### src/design/rvPkg.sv
package rvPkg;

    // Datapath sizes fixed by RV32I
    localparam int Xlen     = 32;
    localparam int RegAddrW = 5;

    // Execute control bundle layout
    localparam int exCtrlW      = 5;
    localparam int CtrlRegWrite = 4;
    localparam int CtrlAluSrc   = 3;
    localparam int CtrlBranch   = 2;
    localparam int CtrlBne      = 1;
    localparam int CtrlValid    = 0;

    // Major opcodes of the supported subset
    localparam logic [6:0] OpReg    = 7'b0110011;
    localparam logic [6:0] OpImm    = 7'b0010011;
    localparam logic [6:0] OpBranch = 7'b1100011;

    // funct3 for ALU operations
    localparam logic [2:0] F3AddSub = 3'b000;
    localparam logic [2:0] F3Sll    = 3'b001;
    localparam logic [2:0] F3Slt    = 3'b010;
    localparam logic [2:0] F3Sltu   = 3'b011;
    localparam logic [2:0] F3Xor    = 3'b100;
    localparam logic [2:0] F3SrlSra = 3'b101;
    localparam logic [2:0] F3Or     = 3'b110;
    localparam logic [2:0] F3And    = 3'b111;

    // funct3 for branches
    localparam logic [2:0] F3Beq = 3'b000;
    localparam logic [2:0] F3Bne = 3'b001;

    // funct7, alternate form selects SUB and SRA
    localparam logic [6:0] F7Base = 7'b0000000;
    localparam logic [6:0] F7Alt  = 7'b0100000;

    typedef enum logic [3:0] {
        AluAdd, AluSub, AluAnd, AluOr, AluXor, AluSll, AluSrl, AluSra, AluSlt, AluSltu
    } aluOpT;

    typedef enum logic [1:0] {
        fromRegFile = 2'b00,
        fromMemWb   = 2'b01,
        fromExMem   = 2'b10
    } fwdSelT;

endpackage

### src/design/regFile.sv
`timescale 1ns/1ps

module regFile
    import rvPkg::*;
(
    input  logic                clk,
    input  logic                arstN,
    input  logic [RegAddrW-1:0] rs1,
    input  logic [RegAddrW-1:0] rs2,
    input  logic                we,
    input  logic [RegAddrW-1:0] wd,
    input  logic [Xlen-1:0]     wdata,
    output logic [Xlen-1:0]     rd1,
    output logic [Xlen-1:0]     rd2
);

    logic [Xlen-1:0] regs [2**RegAddrW];
    logic            wrLive;

    // x0 is never written
    assign wrLive = we && (wd != '0);

    always_ff @(posedge clk or negedge arstN) begin
        if (!arstN) begin
            for (int i = 0; i < 2**RegAddrW; i++) begin
                regs[i] <= '0;
            end
        end else if (wrLive) begin
            regs[wd] <= wdata;
        end
    end

    // Write-through so the ID stage sees the value retiring this cycle
    always_comb begin
        rd1 = (wrLive && wd == rs1) ? wdata : regs[rs1];
        rd2 = (wrLive && wd == rs2) ? wdata : regs[rs2];
        if (rs1 == '0) rd1 = '0;
        if (rs2 == '0) rd2 = '0;
    end

    zeroKept: assert property (@(posedge clk) disable iff (!arstN)
        we && wd == '0 |=> regs[0] == '0)
        else $error("regFile: write to x0 changed the stored zero");

endmodule

### config.mk
export PLATFORM = sky130hd
export DESIGN_NAME = regFile
export DESIGN_NICKNAME = d
export VERILOG_FILES = /design/src/design/rvPkg.sv /design/src/design/regFile.sv
export SDC_FILE = /design/constraint.sdc
export NUM_CORES = 2
export LEC_CHECK = 0
export BUFFER_PORTS_ARGS = -buffer_cell sky130_fd_sc_hd__buf_2
export CAP_MARGIN = 20
export CORE_UTILIZATION = 30
export CTS_CLUSTER_DIAMETER = 100
export CTS_CLUSTER_SIZE = 30
export DETAILED_ROUTE_END_ITERATION = 7
export GPL_ROUTABILITY_DRIVEN = 0
export PLACE_DENSITY_LB_ADDON = 0.2
export SLEW_MARGIN = 20
export SYNTH_ARGS = -nofsm -noshare
export SYNTH_HDL_FRONTEND = slang
export SYNTH_SLANG_ARGS = --single-unit
### constraint.sdc
create_clock -name clk -period 3.3 [get_ports clk]
set_clock_uncertainty 0.15 [all_clocks]
set_input_delay 0.33 -clock clk [delete_from_list [all_inputs] [get_ports clk]]
set_output_delay 0.33 -clock clk [all_outputs]
set_load 0.1 [all_outputs]
-- Yosys cells after proc, flatten, opt, wreduce, memory -nomap -nowiden
Index checks and enable logic that the tools add are counted.
- flip-flop bits (word level): 1024
- word-level logic and storage cells: 61
- bits of input ports: 50
- output and inout port bits: 64
- mux-type cells: 13
- order comparisons: 4
- reduce and logical (&&, ||, !) cells: 7
- equal/unequal tests: 2
- bitwise logic cells: 3
- operators by type and width (cell ; number):
    1024-bit bitwise mux ; 1
    32-bit binary-select mux with 5-bit select ; 2
    32-bit 2-to-1 mux ; 9
    32-bit demux with 5-bit select ; 1
    6-bit greater-or-equal comparator, second input constant ; 3
    5-bit inverter with 6-bit output ; 3
    5-bit equality test ; 2
    5-bit logical NOT ; 2
    6-bit by 1-bit < comparator with 1-bit output, second input constant ; 1
    5-bit nonzero test ; 1
    1-bit logical AND ; 4

-- Longest topological paths before layout
- depth in word-level cells: 6
- depth in mapped cells: 10
- mapped depth without buffers: 5

-- Worst setup path before layout
OpenSTA, ideal clock, no wires.
- kind: input-to-output
- from: in rs1[0]
- to: out rd1[17]
- stages on the path: 8
- required time: 2.820 ns
- buffers on the path: 3
- slack: -2.087 ns
- data arrival time: 4.907 ns
- path through: buf_4 buf_6 buf_6 mux2i_1 a221oi_1 a21oi_1 o21a_1 o311ai_0
- longest elaborated chain between the ends: 6
- elaborated cells on any way between the ends: 9
- classes of those cells: eq/ne (1); mux (5); bitwise (1); reduce/logical (2)
- ends and longest elaborated chain (item ; line ; text):
    start, declared ; regFile.sv:8 ; input logic [RegAddrW-1:0] rs1,
    5-bit inverter with 6-bit output (not written as such) ; regFile.sv:35 ; rd1 = (wrLive && wd == rs1) ? wdata : regs[rs1];
    32-bit binary-select mux with 5-bit select ; regFile.sv:35 ;
    32-bit 2-to-1 mux (not written as such) (2 in series) ; regFile.sv:35 ;
    32-bit 2-to-1 mux ; regFile.sv:35 ;
    32-bit 2-to-1 mux * ; regFile.sv:37 ; if (rs1 == '0) rd1 = '0;
    end, declared ; regFile.sv:13 ; output logic [Xlen-1:0] rd1,
Mark *: on every way between the ends. The rest lies on a longest branch, timed or not. The select of a mux whose other input is x is not followed.

-- Worst setup path in the final report
- from: in rs2[4]
- to: out rd2[14]
- longest elaborated chain between the ends: 6
- elaborated cells on any way between the ends: 9
- classes of those cells: eq/ne (1); mux (5); bitwise (1); reduce/logical (2)
- ends and longest elaborated chain (item ; line ; text):
    start, declared ; regFile.sv:9 ; input logic [RegAddrW-1:0] rs2,
    5-bit inverter with 6-bit output (not written as such) ; regFile.sv:36 ; rd2 = (wrLive && wd == rs2) ? wdata : regs[rs2];
    32-bit binary-select mux with 5-bit select ; regFile.sv:36 ;
    32-bit 2-to-1 mux (not written as such) (2 in series) ; regFile.sv:36 ;
    32-bit 2-to-1 mux ; regFile.sv:36 ;
    32-bit 2-to-1 mux * ; regFile.sv:38 ; if (rs2 == '0) rd2 = '0;
    end, declared ; regFile.sv:14 ; output logic [Xlen-1:0] rd2
Marked as above.

==> impl_metrics.yaml <==
run_status:
  status: "finished with violations"
  violations: "negative setup slack"
synthesis:
  synth.area.mux_share_pct: 40.8
  ys_top_cells_by_area: "dfrtp_1, mux2_2, mux4_2"
  yosysTopAreaCell: "dfrtp_1"
  synth_area_mm2: 0.0556
  synth_top_family_by_area: "multiplexers"
  synthArstFlopShare_pct: 100
  syn_inst: 3900
  syn_nets: 3950
  synth_compound_area_share_pct: 6.27
  ys_types: 69
  synth-adder-area-share_pct: 0
  yosysTopAreaCellShare_pct: 46.1
  syn_area_per_cell_um2: 14.3
  synth_xor_area_share_pct: 0.158
  yosysSeqAreaShare_pct: 46.1
  ys_warn_count: 0
  synth-edff-count: 0
  yosysMostFrequentCell: "dfrtp_1"
  synthFlopType: "dfrtp_1"
  ys_ff_latch: 1024
  synth_common_cells: "dfrtp_1, mux2_2, mux4_2"
  yosys.area_share.simple_pct: 2.37
critical_path:
  reg2reg_from: "regs[540]"
  end_kind: "output pin"
  cp_data_required_time_ps: 2820
  arrival_ps: 2880
  crit_fanout: 11
  path_class: "in2out"
  reg2reg_depth: 2
  critPathLaunch: "rs2[4]"
  critPathLaunchType: "input pin"
detailed_routing:
  routed_via_density: 5.80
  wl_per_cell_um: 34.5
  drt-initial-drc-count: 3079
  via_count: 37500
  ant_nets: 0
  finalWirelength_mm: 223
  drc_errors: 0
  drtPass1Iterations: 7
grt:
  grt_overflow: 0
  grt_pass1_vias: 38200
  grt_antenna_before_repair: 9
  grt_pass1_wl_mm: 316
  grt_max_degree: 90
  grt.total_usage_pct: 23.7
pwr:
  power_mw: 33.6
  power_density_mw_per_mm2: 526
  peakVddDrop_uv: 438
  power.leakage_nw: 27.5
timing:
  fin_ws_ps: -56.6
  fin_tns_setup_ps: -56.6
  period_needed_ps: 3360
  worstMarginPinSlew_ps: 1150
  hold_viol: 0
  drv_slew: 0
  fin_hold_ws_ps: 47.8
  relSlewSlack_pct: 22.8
  rsz0062_at_grt: "true"
  max_freq_mhz: 298
  setup_violations: 1
  period_share_pct: 102
worst_hold_path:
  worstHoldStart: "wdata[17]"
  min_path_cells: 2
  hold_path.class: "in2reg"
floorplan:
  io_pins: 114
  core-area_mm2: 0.184
  die-area_mm2: 0.187
  die_h_um: 433
  start_util_pct: 30.3
  die_w_um: 433
  rows: 157
cells_and_area:
  fin_nets: 4034
  largest_reg_flops: 1024
  areaGrowthSynthToFinish_pct: 15.0
  top_regs: "regs: 1024 flops"
  drive_above_1_share_pct: 50.8
  top_register: "regs"
clocking:
  clockBufferDepth: 3
  clk_pin_slew_worst_paths_ps: 120
  cts_num_sinks: 1024
  cts_buffers: 43
  htreeDepth: 2
  cts_tree: "yes"
  worst_skew_pair.late_latency_ps: 690
  clockRootBuffer: "clkbuf_16"
placed_design:
  io_buffers: 113
  place_hpwl_mm: 145
job:
  cap_violations: 0
==> worst max-delay path, cell delays in order <==
cell	delay, ps
buf_2	380
or2_2	510
buf_12	230
nor2_1	80
a2111oi_2	470
nor4_2	120
nor2_2	340
buf_4	200
buf_12	160
==> final cells by class <==
class	count	area [um2]
timing repair buffer	483	5590
sequential	1024	25600
multi-input combinational	2426	28300
tap	2464	3080
clock buffer	48	1150
inverter	6	22.5
clock inverter	17	198
fill	17700	120000
antenna	3	7.51
==> stage by stage <==
stage	util [%]	std cells	worst slack [ps]	instance area [um2]
final	34.8	6471	-56.6	63900
after global routing	34.8	6469	-49.7	63900
after CTS	34.8	6467	-68.8	63800
after detailed placement	33.9	6394	-315	62300
after global placement	33.9	6394	-396	62300
after floorplan	-	3900	-278	55800
==> final timing paths <==
check	end	slack (ps)
max reg2reg	regs[540]	2250
min reg2reg	regs[995]	250
max in group asynchronous	regs[393]	1690
min	regs[753]	50
max	rd2[14]	-60
min in group asynchronous	regs[403]	90
==> layer usage <==
metal  routed length, um  vias to the layer above  GRT usage [%]
li1                    -                    15200              -
met1               96200                    20900           32.3
met2              109000                     1098           39.8
met3               10300                      260           2.47
met4                7560                        2           7.19
met5                  13                        -              0
==> what timing repair did <==
| action | CTS | global route |
|---|---|---|
| resized for setup | 25 | 17 |
| hold buffers | 8 | 0 |
| gates cloned | 0 | 0 |
| endpoints found under the hold margin | 107 | 0 |
| setup endpoints to repair | 12 | 14 |
| pin swaps | 3 | 7 |
| buffers inserted | 0 | 1 |
==> kinds of logic after synthesis <==
group / Yosys count
XOR/XNOR: 10
multiplexers: 1667
buffers and inverters: 450
AO/OA/AOI/OAI: 485
flip-flops: 1024
AND/OR/NAND/NOR: 264
==> layout by cell type, fill, tap and decap left out, drive strengths merged, types with 11 or more instances in the layout <==
cell type     n
dfrtp      1024
mux2       1009
buf         470
mux4        373
mux2i       285
o22ai        85
a221oi       73
a21oi        64
o21ai        62
nand2        58
nor2         58
a22oi        57
clkbuf       53
nor3         50
nand2b       26
a221o        26
nor2b        19
o31ai        16
o22a         14
nand3        12
o211ai       12
a211oi       11
inv          11
==> report_power, final <==
| part | internal [mW] | switching (mW) |
|---|---|---|
| Combinational | 4.98 | 4.64 |
| Clock | 2.75 | 4.55 |
| Sequential | 14.9 | 1.78 |
No activity file was read; power rests on OpenSTA's default activity.
