`config.mk`:
```
export PLATFORM = sky130hd
export DESIGN_NAME = instDecode
export DESIGN_NICKNAME = d
export VERILOG_FILES = /design/src/design/rvPkg.sv /design/src/design/instDecode.sv
export SDC_FILE = /design/constraint.sdc
export NUM_CORES = 1
export LEC_CHECK = 0
export BUFFER_PORTS_ARGS = -buffer_cell sky130_fd_sc_hd__buf_2
export CELL_PAD_IN_SITES_DETAIL_PLACEMENT = 0
export CELL_PAD_IN_SITES_GLOBAL_PLACEMENT = 1
export CORE_MARGIN = 1.5
export CORE_UTILIZATION = 19
export DETAILED_ROUTE_END_ITERATION = 10
export GPL_TIMING_DRIVEN = 1
export PLACE_DENSITY = 0.93
export SLEW_MARGIN = 15
export SYNTH_ARGS = -nofsm -noshare
export SYNTH_HDL_FRONTEND = slang
export SYNTH_SLANG_ARGS = --single-unit
export TNS_END_PERCENT = 10
```
`constraint.sdc`:
```
create_clock -name vclk -period 6.66
set_input_delay 1.332 -clock vclk [all_inputs]
set_output_delay 1.332 -clock vclk [all_outputs]
set_load 0.01 [all_outputs]
```
`src/design/rvPkg.sv`:
```
package rvPkg;

    // Datapath sizes fixed by RV32I
    localparam int Xlen     = 32;
    localparam int RegAddrW = 5;

    // Execute control bundle layout
    localparam int exCtrlW      = 5;
    localparam int CtrlRegWrite = 4;
    localparam int CtrlAluSrc   = 3;
    localparam int CtrlBranch   = 2;
    localparam int CtrlBne      = 1;
    localparam int CtrlValid    = 0;

    // Major opcodes of the supported subset
    localparam logic [6:0] OpReg    = 7'b0110011;
    localparam logic [6:0] OpImm    = 7'b0010011;
    localparam logic [6:0] OpBranch = 7'b1100011;

    // funct3 for ALU operations
    localparam logic [2:0] F3AddSub = 3'b000;
    localparam logic [2:0] F3Sll    = 3'b001;
    localparam logic [2:0] F3Slt    = 3'b010;
    localparam logic [2:0] F3Sltu   = 3'b011;
    localparam logic [2:0] F3Xor    = 3'b100;
    localparam logic [2:0] F3SrlSra = 3'b101;
    localparam logic [2:0] F3Or     = 3'b110;
    localparam logic [2:0] F3And    = 3'b111;

    // funct3 for branches
    localparam logic [2:0] F3Beq = 3'b000;
    localparam logic [2:0] F3Bne = 3'b001;

    // funct7, alternate form selects SUB and SRA
    localparam logic [6:0] F7Base = 7'b0000000;
    localparam logic [6:0] F7Alt  = 7'b0100000;

    typedef enum logic [3:0] {
        AluAdd, AluSub, AluAnd, AluOr, AluXor, AluSll, AluSrl, AluSra, AluSlt, AluSltu
    } aluOpT;

    typedef enum logic [1:0] {
        fromRegFile = 2'b00,
        fromMemWb   = 2'b01,
        fromExMem   = 2'b10
    } fwdSelT;

endpackage

```
`src/design/instDecode.sv`:
```
`timescale 1ns/1ps

module instDecode
    import rvPkg::*;
(
    input  logic [Xlen-1:0]     word,
    output logic [RegAddrW-1:0] rs1,
    output logic [RegAddrW-1:0] rs2,
    output logic [RegAddrW-1:0] rd,
    output logic [Xlen-1:0]     imm,
    output aluOpT               aluOp,
    output logic [exCtrlW-1:0]  exCtrl
);

    logic [6:0]      opcode;
    logic [2:0]      funct3;
    logic [6:0]      funct7;
    logic [Xlen-1:0] immI;
    logic [Xlen-1:0] immB;
    logic            altForm;

    // Shared funct3 mapping for register and immediate forms
    function automatic aluOpT mapOp(input logic [2:0] f3, input logic subAllowed,
                                    input logic alt);
        aluOpT op;
        case (f3)
            F3AddSub: op = (subAllowed && alt) ? AluSub : AluAdd;
            F3Sll:    op = AluSll;
            F3Slt:    op = AluSlt;
            F3Sltu:   op = AluSltu;
            F3Xor:    op = AluXor;
            F3SrlSra: op = alt ? AluSra : AluSrl;
            F3Or:     op = AluOr;
            F3And:    op = AluAnd;
            default:  op = AluAdd;
        endcase
        return op;
    endfunction

    assign opcode  = word[6:0];
    assign rd      = word[11:7];
    assign funct3  = word[14:12];
    assign rs1     = word[19:15];
    assign rs2     = word[24:20];
    assign funct7  = word[31:25];
    assign altForm = (funct7 == F7Alt);

    assign immI = {{20{word[31]}}, word[31:20]};
    // Byte offset, bit 0 always zero
    assign immB = {{19{word[31]}}, word[31], word[7], word[30:25], word[11:8], 1'b0};
    assign imm  = (opcode == OpBranch) ? immB : immI;

    always_comb begin
        aluOp  = AluAdd;
        exCtrl = '0;
        case (opcode)
            OpReg: begin
                aluOp = mapOp(funct3, 1'b1, altForm);
                // Alternate funct7 only exists for SUB and SRA
                if (funct7 == F7Base ||
                    (altForm && (funct3 == F3AddSub || funct3 == F3SrlSra))) begin
                    exCtrl[CtrlRegWrite] = 1'b1;
                    exCtrl[CtrlValid]    = 1'b1;
                end
            end
            OpImm: begin
                aluOp = mapOp(funct3, 1'b0, altForm);
                exCtrl[CtrlAluSrc]   = 1'b1;
                exCtrl[CtrlRegWrite] = 1'b1;
                exCtrl[CtrlValid]    = 1'b1;
                // Shift immediates carry funct7 in the upper bits
                if (funct3 == F3Sll && funct7 != F7Base) begin
                    exCtrl = '0;
                end
                if (funct3 == F3SrlSra && funct7 != F7Base && !altForm) begin
                    exCtrl = '0;
                end
            end
            OpBranch: begin
                // Compare by subtraction, zero flag decides
                aluOp = AluSub;
                if (funct3 == F3Beq || funct3 == F3Bne) begin
                    exCtrl[CtrlBranch] = 1'b1;
                    exCtrl[CtrlBne]    = (funct3 == F3Bne);
                    exCtrl[CtrlValid]  = 1'b1;
                end
            end
            default: begin
                exCtrl = '0;
            end
        endcase
    end

endmodule

```
Yosys cells after proc, flatten, opt, wreduce, memory -nomap -nowiden

Cells that the tools add are included.

Equality and inequality tests: 11
Muxes and demuxes: 14
Reduce and logical (&&, ||, !) cells: 11

Operators with widths:

| operator           | number |
|---|---|
| $pmux 4 s8         | 2 |
| $eq 7x6->1 const B | 2 |
| $eq 3x3->1 const B | 4 |
| $mux 12            | 1 |
| $pmux 4 s3         | 1 |
| $mux 5             | 2 |
| $eq 7x5->1 const B | 1 |
| $eq 7x7->1 const B | 1 |
| $logic_not 7->1    | 1 |
| $reduce_bool 7->1  | 1 |
| $eq 3x2->1 const B | 2 |
| $logic_and 1x1->1  | 4 |
| $mux 1             | 4 |
| $pmux 2 s2         | 1 |
| $eq 3x1->1 const B | 1 |
| $logic_not 3->1    | 1 |
| $logic_or 1x1->1   | 3 |
| $mux 3             | 1 |
| $pmux 1 s3         | 1 |
| $pmux 1 s2         | 1 |
| $logic_not 1->1    | 1 |

Register bits after elaboration: 0
Input bits: 32
Output and inout port bits: 56
Word-level logic and storage cells: 36

Depth between registers and ports, before layout

Gate-level depths: netlist of the first run.

Word-level depth: 6
Depth in mapped cells: 5
Gate-level depth less buffers: 4

Worst setup path before layout of the first run

Ideal clock, no wire load.

Path kind: input to output
Start: in word[26]
End: out exCtrl[0]
Arrival time: 2.805 ns
Data required time: 5.328 ns
Setup slack: 2.523 ns
Cell stages on the path: 4
Buffers on the path: 0
Cells stage by stage: or4_4 > or4_1 > a311o_1 > nand3_1

Longest elaborated chain between the ends: 5
Elaborated cells on any way between the ends: 13
Those cells by class: eq/ne: 1; mux: 4; reduce/logical: 8

Ends and longest elaborated chain:

| what                                            | line                                                 | source |
|---|---|---|
| start, declared                                 | instDecode.sv:6                                      | `input logic [Xlen-1:0] word,` |
| $reduce_bool 7->1 or $eq 7x6->1 (tied branches) | instDecode.sv:72, instDecode.sv:75, instDecode.sv:46 |  |
| $logic_and 1x1->1, or another cell as far along | instDecode.sv:72                                     | `if (funct3 == F3Sll && funct7 != F7Base) begin` |
| $mux 5, or another cell as far along            | instDecode.sv:72                                     |  |
| $mux 5 or $mux 1 (tied branches)                | instDecode.sv:75, instDecode.sv:60                   |  |
| $pmux 1 s3 (*)                                  | instDecode.sv:56                                     | `case (opcode)` |
| end, declared                                   | instDecode.sv:12                                     | `output logic [exCtrlW-1:0] exCtrl` |

Every way passes the cells marked *; elsewhere a longest branch is shown, timed or not.

Worst setup path in the final report of the first run

Same ends and word-level chain as after synthesis.

==> results of run 1 <==
==> metal layers <==
layer | vias to the layer above | track usage (%)
met5 | - | 0
met4 | 0 | 0.332
met3 | 0 | 0.659
met2 | 47 | 14.0
met1 | 262 | 11.2
li1 | 305 | -
==> how the worst min path moves through the flow <==
| stage | endpoint | cells after the start | slack (ps) |
|---|---|---|---|
| final | rs1[0] | 0 | 2660 |
| after detailed placement | rs1[0] | 0 | 2660 |
| after CTS | rs1[0] | 0 | 2660 |
| after floorplan | aluOp[2] | 1 | 2720 |
| after global routing | rs1[4] | 0 | 2660 |
| after global placement | rs1[0] | 0 | 2660 |
==> synth_stat cells, drive strengths merged <==
master	n
nor2b	2
nand3	1
nand2b	1
nand3b	1
xor2	1
and4	1
nor4b	1
nand2	4
or4	2
o21bai	1
a21o	1
buf	41
and3	1
nor2	3
nor4	1
o21ai	1
inv	3
or4b	1
a31oi	1
nor4bb	1
a311o	1
mux2	5
and4b	1
clkbuf	2
o221ai	1
nor3	2
==> layout make-up <==
class | instances | area [sq um]
repair buffers | 78 | 390
inverters | 3 | 11.3
fillers | 311 | 2130
multi-input cells | 35 | 256
well taps | 31 | 38.8
==> critical path, stage by stage <==
cell and delay, ps:
buf_2 110, or4_4 530, or4_1 470, a311o_1 400, nand3_1 80, buf_2 130
==> metrics by stage <==
stage / total power [mW] / utilization, % / hold slack [ps]
after floorplan: 0.0332 / - / 2720
after global placement: 0.0390 / 24.6 / 2660
after detailed placement: 0.0392 / 24.6 / 2660
after CTS: 0.0393 / 24.6 / 2660
after global routing: 0.0429 / 24.6 / 2660
final: 0.0387 / 24.6 / 2660
==> report_power, final <==
group          internal, mW  switching (mW)
Clock                     0               0
Combinational        0.0183          0.0205
Sequential                0               0
Total                0.0183          0.0205
==> kinds of logic after synthesis <==
logic type             after synthesis  synth area share [%]
AO/OA/AOI/OAI                        6                  7.73
XOR/XNOR                             1                  1.50
multiplexers                         5                  9.66
AND/OR/NAND/NOR                     23                  25.1
buffers and inverters               46                  56.0
==> metrics, run 1 <==
leading area contributor after synthesis=buf_4; Layout Cells excl Fill=147; vias in the first global route=around 460; Layout Cell Area excl Fill=approximately 700 sq um; placed wire-length estimate=1330 um; initial antenna violation count=0; M1 WL=643 um; max-slew violations=0; # diodes=0; leading cell type in the layout, fill and taps excluded=buf_2; Synth Net Count=approximately 110; Critical Path Start=word[26]; Final GP Congestion=~0.68; met3 wire len=191 um; status=completed; Peak Freq=around 230 MHz; 1st-iter DRT viols=13; row cnt=19; Die X=between 50 and 60 um; Post-DP Area=697 sq um; peak supply drop=roughly 0.000012 V; final hold vios=0; period utilization=between 60% and 70%; Setup crit end=exCtrl[0]; Initial Utilization=between 20% and 30%; setup slack at placement=2260 ps; startpoint types=primary input; number of iterations in the first detailed-routing pass=4; CP max FO=3; Area Growth Syn to Fin=19.5%; critical path required time=roughly 5300 ps; Slew Limit Headroom=70.9%; Pwr Density=55.6 mW/mm^2; Post-layout nets=150; RSZ-0062 raised after global routing=no; first-pass GRT wire length=between 2000 and 2500 um; PnR worst setup slack=between 2000 and 2500 ps; Via-to-Cell Ratio=4.18; Setup Viol. Count Final=0; GRT Util Overall=between 8 and 9%; Mapped Area=roughly 580 sq um; IO Count=88; DP Cell Count=~150; Yosys top cell area share=approximately 53%; Max-cap violations=0; # clk buffers=0; Chip Height=58.4 um; worst-margin pin slew=about 430 ps; Remaining DRCs=0; hold_sp=word[15]; setup TNS=0 ps; PortBufs=78; post-CTS setup buffer count=0; Lkg Pwr=around 0.44 nW; Gate Count Post-Synth=81; total number of vias=just over 600; hold crit path type=in -> out; hold_buf cts=0; die area=between 0.003 and 0.004 sq mm; largest net degree at the start of global routing=25; Total Wirelength=1520 um; most frequent cells in the layout=buf_2 (78), mux2_2 (5), nand2_1 (4), inv_1 (3), nor2_1 (3); Seq/Total Area, Yosys=0%; PostCTS Resize Cnt=0; CP arrival=a little over 3000 ps; Final Critical Period=~4400 ps; core area=about 0.0028 sq mm; Met2 Wirelength=slightly below 700 um; top cells by area, synth=buf_4 (53%), mux2_2 (9.7%), nand2_1 (2.6%); Syn. warnings=0; FFs & Latches=0; Detail Route Antenna Nets=0; syn avg cell area=between 7 and 8 sq um; Register Area=0 sq um; share of layout cells above drive strength 1=around three quarters; GR Overflow Total=0; crit path kind=in -> out; synth unique cells=27; routed length per instance=10.3 um; Worst setup EP type=output port; max layer used=met3
Power figures use the tool's default switching activity.
==> run 2: changes to the inputs <==
--- a/config.mk
+++ b/config.mk
@@ -9,10 +9,10 @@
 export CELL_PAD_IN_SITES_DETAIL_PLACEMENT = 0
 export CELL_PAD_IN_SITES_GLOBAL_PLACEMENT = 1
 export CORE_MARGIN = 1.5
-export CORE_UTILIZATION = 19
+export CORE_UTILIZATION = 18
 export DETAILED_ROUTE_END_ITERATION = 10
 export GPL_TIMING_DRIVEN = 1
-export PLACE_DENSITY = 0.93
+export PLACE_DENSITY = 0.89
 export SLEW_MARGIN = 15
 export SYNTH_ARGS = -nofsm -noshare
 export SYNTH_HDL_FRONTEND = slang
==> constraint.sdc (replaced) <==
create_clock -name vclk -period 4.2
set_input_delay 0.84 -clock vclk [all_inputs]
set_output_delay 0.84 -clock vclk [all_outputs]
set_load 0.01 [all_outputs]
==> run 2 against run 1 <==
  * Clock-buffer cell count unchanged
  * Combinational power increased by 60%
  * Via count increased by 2.1%
  * Critical path depth unchanged
  * Critical path type unchanged
  * Sequential share of layout area unchanged
  * Cell count increased by 8.8%
  * Setup slack got worse by 1500 ps
  * Power increased by 59%
  * First-iteration DRC count decreased by 69%
==> metrics, run 2 (synthesized netlist as in run 1, its figures left out) <==
status=completed; hold_sp=word[15]; combinational share of power=100.0% (about the same); Fillers=379 (+22%); clock share of power=0% (unchanged); most frequent cells in the layout=buf_2 (78), mux2_2 (5), nand2_1 (4), inv_1 (3), nor2_1 (3); worst-margin pin slew=465 ps (+34.9 ps); Int Power=0.0290 mW (+59%); Register Area=0 sq um (unchanged); 1st-iter DRT viols=4 (-9); final hold vios=0 (unchanged); Chip Height=59.9 um (+2.6%); Sw Pwr=0.0328 mW (+60%); share of layout cells above drive strength 1=73.3% (unchanged); hold crit path type=in -> out; total number of vias=627 (+2.1%); multi-input logic area=256 sq um (unchanged); Lkg Pwr=0.439 nW (unchanged); Post-DP Area=713 sq um (+2.3%); Slew Limit Headroom=68.6% (-2.4 points); placed wire-length estimate=1330 um (-0.63%); period utilization=between 80% and 90%; GRT Util Overall=7.21% (-0.80 points); Sw Share=53.1% (+0.28 points); die area=0.00359 sq mm (+5.3%); Post-layout nets=150 (unchanged); PostCTS Resize Cnt=0 (unchanged); CP max FO=3 (unchanged); Setup Viol. Count Final=0 (unchanged); Remaining DRCs=0 (unchanged); initial antenna violation count=0 (unchanged); Final GP Congestion=0.716 (+5.1%); # diodes=0 (unchanged); critical path required time=3360 ps (-1970 ps); setup TNS=0 ps (unchanged); leading cell type in the layout, fill and taps excluded=buf_2; GR Overflow Total=0 (unchanged); Worst setup EP type=output port; Met2 Wirelength=684 um (+0.44%); row cnt=20 (+1); max layer used=met3; Initial Utilization=19.1% (-1.5 points); largest net degree at the start of global routing=25 (unchanged); Total Wirelength=1550 um (+2.4%); Via-to-Cell Ratio=3.92 (-6.2%); first-pass GRT wire length=2110 um (-6.4%); IO Count=88 (unchanged); startpoint types=primary input; Layout Cell Area excl Fill=713 sq um (+2.3%); number of iterations in the first detailed-routing pass=4 (unchanged); FFs & Latches=0 (unchanged); Area Growth Syn to Fin=22.3%; Max-cap violations=0 (unchanged); Detail Route Antenna Nets=0 (unchanged); met3 wire len=198 um (+3.7%); Final Critical Period=3420 ps; Die X=59.9 um (+2.6%); # clk buffers=0 (unchanged); Reg power frac=0% (unchanged); Pwr Density=86.6 mW/mm^2 (+56%); CP arrival=2580 ps (-480 ps); crit path kind=in -> out; PortBufs=78 (unchanged); hold_buf cts=0 (unchanged); routed length per instance=9.69 um (-5.9%); core area=0.00305 sq mm (+7.9%); M1 WL=668 um (+3.9%); Final Power=0.0618 mW (+59%); vias in the first global route=472 (+3.3%); Critical Path Start=word[26]; peak supply drop=0.0000140 V (+20%); post-CTS setup buffer count=0 (unchanged); Peak Freq=between 200 and 300 MHz; RSZ-0062 raised after global routing=no; max-slew violations=0 (unchanged)
## run 2: cell counts in the layout (fill, tap and decap cells not counted)
No cell type changed its count.
## run 2: stage by stage
| step | setup slack [ps] | hold slack [ps] | utilization, % | std cells |
|---|---|---|---|---|
| after floorplan | 1050 | 1730 | - | 81 |
| after global placement | 788 | 1680 | 23.4 | 160 |
| after detailed placement | 783 | 1680 | 23.4 | 160 |
| after CTS | 778 | 1680 | 23.4 | 160 |
| after global routing | 734 | 1680 | 23.4 | 160 |
| final | 783 | 1680 | 23.4 | 160 |
## run 2: path summary, 6_finish.rpt
| kind | cells after the start | end | slack (ps) |
|---|---|---|---|
| worst max-delay path | 6 | exCtrl[0] | 780 |
| worst min-delay path | 0 | rs1[0] | 1680 |
## run 2: final cells by class
type / instances / share of cell area (%)
tap: 44 / 7.72
multi-input combinational: 35 / 36.0
timing repair buffer: 78 / 54.7
inverter: 3 / 1.58
## run 2: metal layers
metal / vias up / global-route usage, %
met1: 282 / 9.14
li1: 304 / -
met3: 0 / 1.73
met2: 41 / 13.0
met5: - / 0
met4: 0 / 0
## run 2: power by group through the flow
| stage | Combinational [mW] | Clock [mW] | Sequential [mW] |
|---|---|---|---|
| floorplan | 0.0526 | 0 | 0 |
| global placement | 0.0620 | 0 | 0 |
| detailed placement | 0.0624 | 0 | 0 |
| CTS | 0.0626 | 0 | 0 |
| global route | 0.0683 | 0 | 0 |
| finish | 0.0618 | 0 | 0 |
## run 2: critical path, cell delays in order
cell and delay (ps):
buf_2 110, or4_4 530, or4_1 480, a311o_1 410
nand3_1 80, buf_2 130
